File: src/verilog/sched_pkg.sv
package sched_pkg;

    ////////////////////
    // Graph and machine sizes
    ////////////////////
    localparam int NUM_TASKS = 8;
    localparam int NUM_PROCS = 3;
    localparam int COST_W = 8;
    localparam int TIME_W = 16;
    localparam int TASK_W = $clog2(NUM_TASKS);
    localparam int PROC_W = $clog2(NUM_PROCS);

    typedef logic [TASK_W-1:0] task_id_t;
    typedef logic [PROC_W-1:0] proc_id_t;
    typedef logic [COST_W-1:0] cost_t;
    typedef logic [TIME_W-1:0] time_t;

    // Final index values, used for the wrap strobes
    localparam task_id_t LAST_TASK = task_id_t'(NUM_TASKS - 1);
    localparam proc_id_t LAST_PROC = proc_id_t'(NUM_PROCS - 1);

    // comm[a][b] is the cost of edge a -> b, zero means no edge
    typedef cost_t [NUM_TASKS-1:0][NUM_TASKS-1:0] comm_matrix_t;
    // exec[p][t] is the run time of task t on processor p
    typedef cost_t [NUM_PROCS-1:0][NUM_TASKS-1:0] exec_matrix_t;

    typedef time_t [NUM_TASKS-1:0] rank_vec_t;
    typedef task_id_t [NUM_TASKS-1:0] order_vec_t;
    typedef proc_id_t [NUM_TASKS-1:0] proc_vec_t;

    typedef enum logic [2:0] {
        IDLE   = 3'd0,
        RANK   = 3'd1,
        SORT   = 3'd2,
        ASSIGN = 3'd3,
        DONE   = 3'd4
    } phase_t;

endpackage
File: src/verilog/loop_if.sv
`timescale 1ns/10ps

interface loop_if;
    import sched_pkg::*;

    // Phase control from the FSM
    phase_t phase;
    logic clear;
    logic run;

    // Nested indices, outer to inner
    task_id_t outer_idx;
    proc_id_t mid_idx;
    task_id_t inner_idx;

    // Wrap strobes, each implies the ones inside it
    logic inner_last;
    logic mid_last;
    logic outer_last;

    modport fsm (output phase, output clear, output run, input outer_last);

    modport counter (
        input phase, input clear, input run,
        output outer_idx, output mid_idx, output inner_idx,
        output inner_last, output mid_last, output outer_last
    );

    modport unit (
        input phase, input clear, input run,
        input outer_idx, input mid_idx, input inner_idx,
        input inner_last, input mid_last, input outer_last
    );

endinterface

File: src/verilog/list_sched_top.sv
`timescale 1ns/10ps

module list_sched_top (
    input logic clk,
    input logic reset,
    input logic start,
    input sched_pkg::comm_matrix_t comm_cost,
    input sched_pkg::exec_matrix_t exec_time,
    output logic done,
    output sched_pkg::proc_vec_t proc_assign,
    output sched_pkg::rank_vec_t finish_time,
    output sched_pkg::time_t makespan
);
    import sched_pkg::*;

    loop_if lp ();

    rank_vec_t rank;
    order_vec_t order;

    sched_fsm sched_fsm_inst (
        .clk   (clk),
        .reset (reset),
        .start (start),
        .done  (done),
        .lp    (lp.fsm)
    );

    loop_counter loop_counter_inst (
        .clk   (clk),
        .reset (reset),
        .lp    (lp.counter)
    );

    rank_unit rank_unit_inst (
        .clk       (clk),
        .reset     (reset),
        .lp        (lp.unit),
        .comm_cost (comm_cost),
        .exec_time (exec_time),
        .rank      (rank)
    );

    rank_sorter rank_sorter_inst (
        .clk   (clk),
        .reset (reset),
        .lp    (lp.unit),
        .rank  (rank),
        .order (order)
    );

    proc_assigner proc_assigner_inst (
        .clk         (clk),
        .reset       (reset),
        .lp          (lp.unit),
        .comm_cost   (comm_cost),
        .exec_time   (exec_time),
        .order       (order),
        .proc_assign (proc_assign),
        .finish_time (finish_time),
        .makespan    (makespan)
    );

endmodule

File: src/verilog/proc_assigner.sv
`timescale 1ns/10ps

module proc_assigner (
    input logic clk,
    input logic reset,
    loop_if.unit lp,
    input sched_pkg::comm_matrix_t comm_cost,
    input sched_pkg::exec_matrix_t exec_time,
    input sched_pkg::order_vec_t order,
    output sched_pkg::proc_vec_t proc_assign,
    output sched_pkg::rank_vec_t finish_time,
    output sched_pkg::time_t makespan
);
    import sched_pkg::*;

    logic active;
    logic is_pred;
    logic remote;
    logic take;
    task_id_t cur_task;
    task_id_t pred;
    proc_id_t cand;
    time_t [NUM_PROCS-1:0] avail;
    time_t pred_max;
    time_t pred_base;
    time_t arrival;
    time_t pred_next;
    time_t est;
    time_t eft;
    time_t best_ft;
    proc_id_t best_proc;
    time_t win_ft;
    proc_id_t win_proc;

    assign active = lp.run && (lp.phase == ASSIGN);

    // Outer walks priority slots, middle the candidate, inner the predecessor
    assign cur_task = order[lp.outer_idx];
    assign cand = lp.mid_idx;
    assign pred = lp.inner_idx;

    ////////////////////
    // Ready time from predecessors
    ////////////////////
    assign is_pred = (comm_cost[pred][cur_task] != '0);
    // Same processor means no transfer
    assign remote = (proc_assign[pred] != cand);
    assign arrival = finish_time[pred] +
                     (remote ? time_t'(comm_cost[pred][cur_task]) : '0);

    assign pred_base = (lp.inner_idx == '0) ? '0 : pred_max;
    assign pred_next = (is_pred && (arrival > pred_base)) ? arrival : pred_base;

    assign est = (pred_next > avail[cand]) ? pred_next : avail[cand];
    assign eft = est + time_t'(exec_time[cand][cur_task]);

    ////////////////////
    // Best candidate so far
    ////////////////////
    // First candidate always wins, later ones only when strictly earlier
    assign take = (lp.mid_idx == '0) || (eft < best_ft);
    assign win_ft = take ? eft : best_ft;
    assign win_proc = take ? cand : best_proc;

    always_ff @(posedge clk or posedge reset) begin
        if (reset) begin
            pred_max <= '0;
            best_ft <= '0;
            best_proc <= '0;
            avail <= '0;
            proc_assign <= '0;
            finish_time <= '0;
            makespan <= '0;
        end else if (lp.clear && (lp.phase == IDLE)) begin
            // Fresh tables for a new run
            avail <= '0;
            proc_assign <= '0;
            finish_time <= '0;
            makespan <= '0;
        end else if (active) begin
            pred_max <= pred_next;
            if (lp.inner_last) begin
                best_ft <= win_ft;
                best_proc <= win_proc;
            end
            if (lp.mid_last) begin
                proc_assign[cur_task] <= win_proc;
                finish_time[cur_task] <= win_ft;
                avail[win_proc] <= win_ft;
                if (win_ft > makespan) begin
                    makespan <= win_ft;
                end
            end
        end
    end

endmodule

File: src/verilog/rank_sorter.sv
`timescale 1ns/10ps

module rank_sorter (
    input logic clk,
    input logic reset,
    loop_if.unit lp,
    input sched_pkg::rank_vec_t rank,
    output sched_pkg::order_vec_t order
);
    import sched_pkg::*;

    logic active;
    logic ahead;
    task_id_t cur_task;
    task_id_t other;
    task_id_t cnt;
    task_id_t cnt_base;
    task_id_t cnt_next;

    assign active = lp.run && (lp.phase == SORT);
    assign cur_task = lp.outer_idx;
    assign other = lp.inner_idx;

    ////////////////////
    // Rank counting sort
    ////////////////////

    // Ties go to the lower index, which keeps the order stable
    assign ahead = (rank[other] > rank[cur_task]) ||
                   ((rank[other] == rank[cur_task]) && (other < cur_task));

    assign cnt_base = (lp.inner_idx == '0) ? '0 : cnt;
    assign cnt_next = cnt_base + task_id_t'(ahead);

    always_ff @(posedge clk or posedge reset) begin
        if (reset) begin
            cnt <= '0;
            order <= '0;
        end else if (active) begin
            cnt <= cnt_next;
            // Number of tasks ahead is the slot
            if (lp.inner_last) begin
                order[cnt_next] <= cur_task;
            end
        end
    end

endmodule

File: src/verilog/rank_unit.sv
`timescale 1ns/10ps

module rank_unit (
    input logic clk,
    input logic reset,
    loop_if.unit lp,
    input sched_pkg::comm_matrix_t comm_cost,
    input sched_pkg::exec_matrix_t exec_time,
    output sched_pkg::rank_vec_t rank
);
    import sched_pkg::*;

    logic active;
    task_id_t cur_task;
    task_id_t succ;
    time_t succ_max;
    time_t max_base;
    time_t edge_val;
    time_t max_next;
    time_t exec_sum;
    time_t avg_exec;

    assign active = lp.run && (lp.phase == RANK);

    // Highest task first so every successor rank is already known
    assign cur_task = LAST_TASK - lp.outer_idx;
    assign succ = lp.inner_idx;

    assign max_base = (lp.inner_idx == '0) ? '0 : succ_max;
    assign edge_val = time_t'(comm_cost[cur_task][succ]) + rank[succ];

    always_comb begin
        max_next = max_base;
        if ((comm_cost[cur_task][succ] != '0) && (edge_val > max_base)) begin
            max_next = edge_val;
        end
    end

    // Mean run time over all processors, truncated
    always_comb begin
        exec_sum = '0;
        for (int p = 0; p < NUM_PROCS; p++) begin
            exec_sum = exec_sum + time_t'(exec_time[p][cur_task]);
        end
        avg_exec = exec_sum / time_t'(NUM_PROCS);
    end

    always_ff @(posedge clk or posedge reset) begin
        if (reset) begin
            succ_max <= '0;
            rank <= '0;
        end else if (active) begin
            succ_max <= max_next;
            if (lp.inner_last) begin
                rank[cur_task] <= avg_exec + max_next;
            end
        end
    end

endmodule

File: src/verilog/sched_fsm.sv
`timescale 1ns/10ps

module sched_fsm (
    input logic clk,
    input logic reset,
    input logic start,
    output logic done,
    loop_if.fsm lp
);
    import sched_pkg::*;

    phase_t state;
    logic pending;

    assign lp.phase = state;
    assign lp.run = (state == RANK) || (state == SORT) || (state == ASSIGN);

    // Zero the indices just before every phase entry
    assign lp.clear = pending || lp.outer_last;

    always_ff @(posedge clk or posedge reset) begin
        if (reset) begin
            state <= IDLE;
            pending <= 1'b0;
            done <= 1'b0;
        end else begin
            case (state)
                IDLE: begin
                    if (pending) begin
                        state <= RANK;
                        pending <= 1'b0;
                    end else if (start) begin
                        pending <= 1'b1;
                    end
                end
                RANK: begin
                    if (lp.outer_last) begin
                        state <= SORT;
                    end
                end
                SORT: begin
                    if (lp.outer_last) begin
                        state <= ASSIGN;
                    end
                end
                ASSIGN: begin
                    if (lp.outer_last) begin
                        state <= DONE;
                        done <= 1'b1;
                    end
                end
                DONE: begin
                    // New run without reset, result drops with done
                    if (start) begin
                        state <= IDLE;
                        pending <= 1'b1;
                        done <= 1'b0;
                    end
                end
                default: state <= IDLE;
            endcase
        end
    end

endmodule

File: src/verilog/loop_counter.sv
`timescale 1ns/10ps

module loop_counter (
    input logic clk,
    input logic reset,
    loop_if.counter lp
);
    import sched_pkg::*;

    proc_id_t mid_final;

    // Middle loop walks processors only while placing tasks
    assign mid_final = (lp.phase == ASSIGN) ? LAST_PROC : '0;

    assign lp.inner_last = lp.run && (lp.inner_idx == LAST_TASK);
    assign lp.mid_last = lp.inner_last && (lp.mid_idx == mid_final);
    assign lp.outer_last = lp.mid_last && (lp.outer_idx == LAST_TASK);

    always_ff @(posedge clk or posedge reset) begin
        if (reset) begin
            lp.outer_idx <= '0;
            lp.mid_idx <= '0;
            lp.inner_idx <= '0;
        end else if (lp.clear) begin
            lp.outer_idx <= '0;
            lp.mid_idx <= '0;
            lp.inner_idx <= '0;
        end else if (lp.run) begin
            if (lp.inner_last) begin
                lp.inner_idx <= '0;
                if (lp.mid_last) begin
                    lp.mid_idx <= '0;
                    // Outer wraps on its own strobe
                    if (lp.outer_last) begin
                        lp.outer_idx <= '0;
                    end else begin
                        lp.outer_idx <= lp.outer_idx + 1'b1;
                    end
                end else begin
                    lp.mid_idx <= lp.mid_idx + 1'b1;
                end
            end else begin
                lp.inner_idx <= lp.inner_idx + 1'b1;
            end
        end
    end

endmodule

File: config.mk
export PLATFORM = sky130hd
export DESIGN_NAME = list_sched_top
export DESIGN_NICKNAME = d
export VERILOG_FILES = /design/src/verilog/sched_pkg.sv /design/src/verilog/loop_if.sv /design/src/verilog/list_sched_top.sv /design/src/verilog/proc_assigner.sv /design/src/verilog/rank_sorter.sv /design/src/verilog/rank_unit.sv /design/src/verilog/sched_fsm.sv /design/src/verilog/loop_counter.sv
export SDC_FILE = /design/constraint.sdc
export NUM_CORES = 2
export LEC_CHECK = 0
export BUFFER_PORTS_ARGS = -buffer_cell sky130_fd_sc_hd__buf_2
export CAP_MARGIN = 5
export CORE_AREA = 2 2 343 345
export CTS_BUF_LIST = sky130_fd_sc_hd__clkbuf_4 sky130_fd_sc_hd__clkbuf_8
export CTS_CLUSTER_DIAMETER = 80
export DETAILED_ROUTE_END_ITERATION = 7
export DIE_AREA = 0 0 345 347
export PLACE_DENSITY = 0.54
export SLEW_MARGIN = 25
export SYNTH_ARGS = -nofsm -noshare
export SYNTH_HDL_FRONTEND = slang
export SYNTH_SLANG_ARGS = --single-unit
File: constraint.sdc
create_clock -name clk -period 24.8 [get_ports clk]
set_input_delay 1.24 -clock clk [delete_from_list [all_inputs] [get_ports clk]]
set_output_delay 1.24 -clock clk [all_outputs]
set_load 0.03 [all_outputs]
# Word level (Yosys, flattened, before mapping)
# Index checks and enable logic that the tools add are counted.
word_totals:
  regBits: 426
  in_bits: 707
  output_inout_bits: 161
  word_cells: 228
op_classes:
  addsub: 11
  div_mod_pow: 1
  n_lt_le_gt_ge: 18
  eq_ne: 14
  n_mux: 93
  bitwise_logic: 1
  n_reduce_logical: 43
ops:
  columns: ["cell", "n"]
  rows:
  - ["binary-select mux 64 bit (select 3 bit)", 2]
  - ["2-to-1 mux 128 bit", 3]
  - ["2-to-1 mux 16 bit", 20]
  - ["bitwise mux 128 bit", 2]
  - ["2-to-1 mux 64 bit", 3]
  - ["binary-select mux 16 bit (select 3 bit)", 3]
  - ["binary-select mux 8 bit (select 3 bit)", 6]
  - ["2-to-1 mux 48 bit", 3]
  - ["binary-select mux 64 bit (select 2 bit)", 1]
  - ["demux 16 bit (select 3 bit)", 2]
  - ["greater-than comparator 16 bit", 5]
  - ["2-to-1 mux 8 bit", 7]
  - ["bitwise mux 48 bit", 1]
  - ["2-to-1 mux 3 bit", 16]
  - ["adder 16 bit", 2]
  - ["adder 16 x 8 -> 16 bit", 2]
  - ["binary-select mux 16 bit (select 2 bit)", 1]
  - ["demux 16 bit (select 2 bit)", 1]
  - ["bitwise mux 24 bit", 1]
  - ["less-than comparator 3 x 4 -> 1 bit (second input constant)", 5]
  - ["adder 8 x 16 -> 16 bit", 1]
  - ["bitwise mux 16 bit", 1]
  - ["divider 16 x 2 -> 16 bit (second input constant)", 1]
  - ["equality test 16 bit", 1]
  - ["other kinds (34)", 91]

# Depth between registers and ports, before layout
logic_depth:
  word_depth: 23
  mapped_depth: 85
  ltp_nobuf: 74

# Hierarchy
# From an unflattened synthesis, not the netlist that was laid out.
hier_totals:
  hier_cells: 4201
  area_unflattened_um2: 40164.8
modules_own_cells:
  columns: ["mod", "instances", "cells_each", "area_per_inst_um2", "seq_area_each_um2"]
  rows:
  - ["proc_assigner", 1, 2205, 20995.1, 6055.8]
  - ["rank_unit", 1, 1676, 14925.6, 3603.5]
  - ["rank_sorter", 1, 244, 3457.1, 675.6]
  - ["loop_counter", 1, 50, 520.5, 200.2]
  - ["sched_fsm", 1, 26, 266.5, 125.1]

# Least setup slack after synthesis
# OpenSTA, ideal clock, no wires.
synth_path:
  path_type: "register -> register"
  from: "register loop_counter_inst.lp.inner_idx[0]"
  to: "register proc_assigner_inst.makespan[2]"
  setup_time_ns: 0.094
  arrival_ns: 17.204
  t_required_ns: 24.706
  path_slack_ns: 7.502
  stages_incl_launch_ff: 79
  path_buffers: 15
  period_less_slack_ns: 17.298
  cell_sequence: "dfrtp_1 -> buf_4 -> buf_6 -> buf_6 -> buf_4 -> buf_2 -> buf_2 -> buf_2 -> clkbuf_1 -> mux4_2 -> mux2i_1 -> xnor2_1 -> nor2b_1 -> nor2_1 -> ha_1 -> inv_1 -> fa_1 -> nor2b_1 -> [... 43 more ...] -> nor2_1 -> a21oi_1 -> clkbuf_1 -> ha_1 -> nor2b_1 -> o21a_1 -> o21a_1 -> o21a_1 -> o21a_1 -> o21a_1 -> o21a_1 -> o21ai_0 -> nand2_1 -> a211oi_1 -> or2_2 -> clkbuf_1 -> nor2_1 -> a211oi_1"
synth_via:
  word_cells_on_any_way: 38
  cone_classes: "add/sub (2); order compare (4); eq/ne (2); mux (17); reduce/logical (13)"
synth_rtl:
  columns: ["item", "line", "text"]
  rows:
  - ["start, declared", "loop_if.sv:25", "output outer_idx, output mid_idx, output inner_idx,"]
  - ["start signal, assigned", "loop_counter.sv:43", "lp.inner_idx <= lp.inner_idx + 1'b1;"]
  - ["binary-select mux 64 bit (select 3 bit)", "proc_assigner.sv:45, proc_assigner.sv:49", null]
  - ["2-to-1 mux 64 bit (not written as such)", "proc_assigner.sv:45, proc_assigner.sv:49", null]
  - ["binary-select mux 8 bit (select 3 bit)", "proc_assigner.sv:45, proc_assigner.sv:49", null]
  - ["2-to-1 mux 8 bit (not written as such)", "proc_assigner.sv:45, proc_assigner.sv:49", null]
  - ["2-to-1 mux 8 bit", "proc_assigner.sv:49", "(remote ? time_t'(comm_cost[pred][cur_task]) : '0);"]
  - ["adder 16 bit", "proc_assigner.sv:48", "assign arrival = finish_time[pred] +"]
  - ["greater-than comparator 16 bit", "proc_assigner.sv:52", "assign pred_next = (is_pred && (arrival > pred_base)) ? arrival : pred_base;"]
  - ["logical AND 1 bit", "proc_assigner.sv:52", null]
  - ["[... 1 more ...]", null, null]
  - ["net proc_assigner_inst.pred_next[2]", "proc_assigner.sv:27", "time_t pred_next;"]
  - ["[... 2 more ...]", null, null]
  - ["adder 16 x 8 -> 16 bit *", "proc_assigner.sv:55", "assign eft = est + time_t'(exec_time[cand][cur_task]);"]
  - ["less-than comparator 16 bit", "proc_assigner.sv:61", "assign take = (lp.mid_idx == '0) || (eft < best_ft);"]
  - ["logical OR 1 bit", "proc_assigner.sv:61", null]
  - ["2-to-1 mux 16 bit *", "proc_assigner.sv:62", "assign win_ft = take ? eft : best_ft;"]
  - ["net proc_assigner_inst.win_ft[1]", "proc_assigner.sv:32", "time_t win_ft;"]
  - ["greater-than comparator 16 bit *", "proc_assigner.sv:90", "if (win_ft > makespan) begin"]
  - ["nonzero test 2 bit (no line) *", null, null]
  - ["AND reduction 3 bit (no line) *", null, null]
  - ["end signal, assigned", "proc_assigner.sv:91", "makespan <= win_ft;"]
  - ["end, declared", "proc_assigner.sv:12", "output sched_pkg::time_t makespan"]
# Mark *: on every way through the listed nets, which the timed path passes. The rest lies on a longest branch. The select of a mux whose other input is x is not followed.
# A chain may end at the register's enable or synchronous reset.

# Final worst setup path
layout_path:
  from: "register loop_counter_inst.lp.outer_idx[2]"
  to: "register proc_assigner_inst.makespan[2]"
layout_via:
  elab_chain_cells: 19
  word_cells_on_any_way: 31
  cone_classes: "add/sub (2); order compare (4); eq/ne (1); mux (14); reduce/logical (10)"
layout_lines:
  columns: ["item", "line", "text"]
  rows:
  - ["start, declared", "loop_if.sv:25", null]
  - ["start signal, assigned", "loop_counter.sv:37", "lp.outer_idx <= lp.outer_idx + 1'b1;"]
  - ["binary-select mux 3 bit (select 3 bit) *", "proc_assigner.sv:38", "assign cur_task = order[lp.outer_idx];"]
  - ["2-to-1 mux 3 bit (not written as such) *", "proc_assigner.sv:38", null]
  - ["binary-select mux 8 bit (select 3 bit) *", "proc_assigner.sv:45, proc_assigner.sv:49", null]
  - ["2-to-1 mux 8 bit (not written as such) *", "proc_assigner.sv:45, proc_assigner.sv:49", null]
  - ["2-to-1 mux 8 bit", "proc_assigner.sv:49", null]
  - ["adder 16 bit", "proc_assigner.sv:48", null]
  - ["greater-than comparator 16 bit", "proc_assigner.sv:52", null]
  - ["logical AND 1 bit", "proc_assigner.sv:52", null]
  - ["2-to-1 mux 16 bit *", "proc_assigner.sv:52", null]
  - ["net proc_assigner_inst.pred_next[11]", "proc_assigner.sv:27", null]
  - ["greater-than comparator 16 bit", "proc_assigner.sv:54", "assign est = (pred_next > avail[cand]) ? pred_next : avail[cand];"]
  - ["2-to-1 mux 16 bit *", "proc_assigner.sv:54", null]
  - ["adder 16 x 8 -> 16 bit *", "proc_assigner.sv:55", null]
  - ["less-than comparator 16 bit", "proc_assigner.sv:61", null]
  - ["logical OR 1 bit", "proc_assigner.sv:61", null]
  - ["2-to-1 mux 16 bit *", "proc_assigner.sv:62", null]
  - ["branches (longest 4 deep; another with greater-than comparator 16 bit)", null, null]
# Mark *: on every way through the listed nets, which the timed path passes. The select of a mux whose other input is x is not followed.

==> impl_metrics.env <==
export IMPL_drc=1
export IMPL_finClkSkew_ns=0.03601
export IMPL_synth_flop_cell="dfrtp_1"
export IMPL_synth_top_cell_area_share=0.2766
export IMPL_grt_max_degree=164
export IMPL_clk_pin_slew_ns=0.06
export IMPL_cp_end_kind="register"
export IMPL_cts_buffers=81
export IMPL_utilization=0.3998
export IMPL_pin_count=868
export IMPL_syn_nets=4978
export IMPL_dp_slack_ns=6.242
export IMPL_antenna_found_initial=173
export IMPL_gr_total_overflow=0
export IMPL_drive_gt1_frac=0.3426
export IMPL_cts_root_buf="clkbuf_8"
export IMPL_wire_per_inst_um=33.77
export IMPL_synth_edf_count=0
export IMPL_ctsHoldBuffers=0
export IMPL_async_flop_share=1.000
export IMPL_die_height_um=347
export IMPL_nFillCells=11850
export IMPL_slowest_delay_ns=0.81
export IMPL_leakage_uw=0.01994
export IMPL_ys_ff_latch=426
export IMPL_core_area_sq_um=115700
export IMPL_dr_total_vias=40820
export IMPL_nets=5692
export IMPL_postSynthAreaPerCell_sq_um=9.379
export IMPL_numPortBuffers=867
export IMPL_critPathMaxFanout=36
export IMPL_drt_iter0_markers=5081
export IMPL_detail_route_antenna_nets=0
export IMPL_yosys_area_top_type="dfrtp_1"
export IMPL_yosysMostFrequentCell="nand2_1"
export IMPL_wirelength_um=220100
export IMPL_finalSetupViolCount=0
export IMPL_ys_seq_area_frac=0.2766
export IMPL_slew_viol_final=0
export IMPL_critical_path_class="register to register"
export IMPL_final_hold_violation_count=0
export IMPL_gp_congestion=1.255
export IMPL_setup_tns_ns=0
export IMPL_dp_hpwl_um=171500
export IMPL_worstSetupStartpointType="register"
export IMPL_num_rows=125
export IMPL_vias_per_cell=6.261
export IMPL_clk_latency_ns=0.71
export IMPL_clock_path_buffers=3
export IMPL_ys_types=98
export IMPL_hold_path_class="register to register"
export IMPL_rsz0062_at_grt="false"
export IMPL_clock_sinks=426
export IMPL_worst_pin_slew_ns=1.176
export IMPL_vdd_ir_drop_max_v=0.0001514
export IMPL_grt_pass1_vias=37900
export IMPL_cp_required_ns=25.41
export IMPL_maxCapViolCount=0
export IMPL_syn_inst=4109
export IMPL_synthTopCellsByCount="nand2_1 (508), dfrtp_1 (426), nor2_1 (339)"
export IMPL_crit_top_cell="o21ai_0"
export IMPL_totalPowerFinal_uw=5968
export IMPL_max_slew_margin=0.2122
export IMPL_post_cts_buffers=0
export IMPL_violations="DRC"
export IMPL_htreeDepth=3
export IMPL_worst_slack_ns=6.028
export IMPL_syn_area_sq_um=38540
export IMPL_cts_tree="done"
export IMPL_synth_area_leaders="dfrtp_1 (28%), mux4_2 (15%), mux2_2 (5.6%), mux2i_1 (5.6%), ha_1 (5.1%)"
export IMPL_drtPass1Iterations=8
export IMPL_post_cts_resized=0
export IMPL_synth_warnings=0
export IMPL_powerDensity_nw_per_um2=129.0
export IMPL_fmax_mhz=53.27
export IMPL_initial_core_util=0.3330
export IMPL_dieArea_sq_um=119700
export IMPL_period_share=0.7570
export IMPL_min_period_ns=18.77
export IMPL_grt_use_total=0.3527
export IMPL_status="complete, but fails checks"
export IMPL_worstPathArrival_ns=19.39
export IMPL_syn2layout_area_growth_pct=20.06
export IMPL_slowest_stage="a21oi_4"
export IMPL_die_x_um=345
export IMPL_grt_pass1_wl_um=303000
layout by cell type (no fill, tap or decap), types with 92 or more instances in the layout:
| cell type | n |
|---|---|
| diode_2 | 117 |
| dfrtp_1 | 419 |
| buf_2 | 867 |
| buf_4 | 92 |
| o21ai_0 | 265 |
| ha_1 | 156 |
| inv_1 | 133 |
| mux2i_1 | 211 |
| mux2_2 | 192 |
| mux4_2 | 262 |
| a22oi_1 | 106 |
| a211oi_1 | 125 |
| a21oi_1 | 234 |
| nor2_1 | 330 |
| nand2_1 | 503 |
power breakdown:
| group | total (uW) | switching, uW | internal (uW) |
|---|---|---|---|
| combinational | 4410 | 2900 | 1510 |
| sequential | 837 | 84.1 | 753 |
| clock | 725 | 333 | 393 |
| total | 5970 | 3320 | 2650 |
registers in the layout, indices dropped and copies added (netlist names):
signal,count
sched_fsm_inst.pending,1
proc_assigner_inst.finish_time,128
loop_counter_inst.lp.mid_idx,2
proc_assigner_inst.pred_max,16
proc_assigner_inst.best_ft,16
rank_sorter_inst.order,24
loop_counter_inst.lp.outer_idx,3
rank_unit_inst.rank,128
proc_assigner_inst.makespan,16
rank_sorter_inst.cnt,3
sched_fsm_inst.lp.phase,3
proc_assigner_inst.best_proc,2
rank_unit_inst.succ_max,16
proc_assigner_inst.avail,48
loop_counter_inst.lp.inner_idx,3
sched_fsm_inst.done,1
proc_assigner_inst.proc_assign,16
final cells by class:
cell class,instances,area (sq um),area share
clock inverters,14,158.9,0.003435
inverters,138,529.3,0.01144
well taps,1524,1907,0.04121
clock buffers,124,1475,0.03188
multi-input cells,3210,26040,0.5628
diodes,117,292.8,0.006328
repair buffers,966,5176,0.1119
flip-flops and latches,426,10690,0.2310
cell families after synthesis:
logic type / count (synthesis) / share of synthesized area
flip-flops: 426 / 0.2766
multiplexers: 673 / 0.2675
AND/OR/NAND/NOR: 1139 / 0.1281
adder cells (fa/ha/maj): 162 / 0.05377
XOR/XNOR: 69 / 0.01568
AO/OA/AOI/OAI: 1167 / 0.2053
buffers and inverters: 473 / 0.05302
through the flow:
step	instance area, sq um	std cells	hold slack (ns)
after floorplan	38540	4109	0.4418
after global placement	44260	6262	0.4614
after detailed placement	44300	6263	0.4719
after CTS	45930	6401	0.4867
after global routing	46160	6478	0.4987
final	46270	6519	0.4880
worst max-delay path: cells and delay by family (launching register included):
family / cells / cell delay, ns
AO/OA/AOI/OAI: 42 / 10.79
XOR/XNOR: 2 / 0.57
adder cells (fa/ha/maj): 7 / 2.18
buffers and inverters: 5 / 1.25
flip-flops: 1 / 0.69
multiplexers: 1 / 0.73
AND/OR/NAND/NOR: 16 / 2.38
routing by layer:
layer  GRT usage  up-vias  wire length [um]
met1      0.4392    20260             83570
li1            -    17160                 -
met5           0        -               426
met3      0.1074      634             24420
met2      0.5242     2720             94750
met4      0.2410       48             16950
path summary, 6_finish.rpt:
path,cells past startpoint,to,from,slack [ns]
setup / recovery,73,proc_assigner_inst.makespan[2]$_DFFE_PP0P_,loop_counter_inst.lp.outer_idx[2]$_DFFE_PP0P_,6.03
hold reg to reg,2,proc_assigner_inst.pred_max[0]$_DFFE_PP0P_,proc_assigner_inst.pred_max[0]$_DFFE_PP0P_,0.49
setup reg to reg,73,proc_assigner_inst.makespan[2]$_DFFE_PP0P_,loop_counter_inst.lp.outer_idx[2]$_DFFE_PP0P_,6.03
min in group asynchronous,2,proc_assigner_inst.finish_time[37]$_DFFE_PP0P_,reset,0.63
hold / removal,2,proc_assigner_inst.pred_max[0]$_DFFE_PP0P_,proc_assigner_inst.pred_max[0]$_DFFE_PP0P_,0.49
max in group asynchronous,5,rank_unit_inst.succ_max[8]$_DFFE_PP0P_,reset,21.91
No activity file was read; power rests on OpenSTA's default activity.
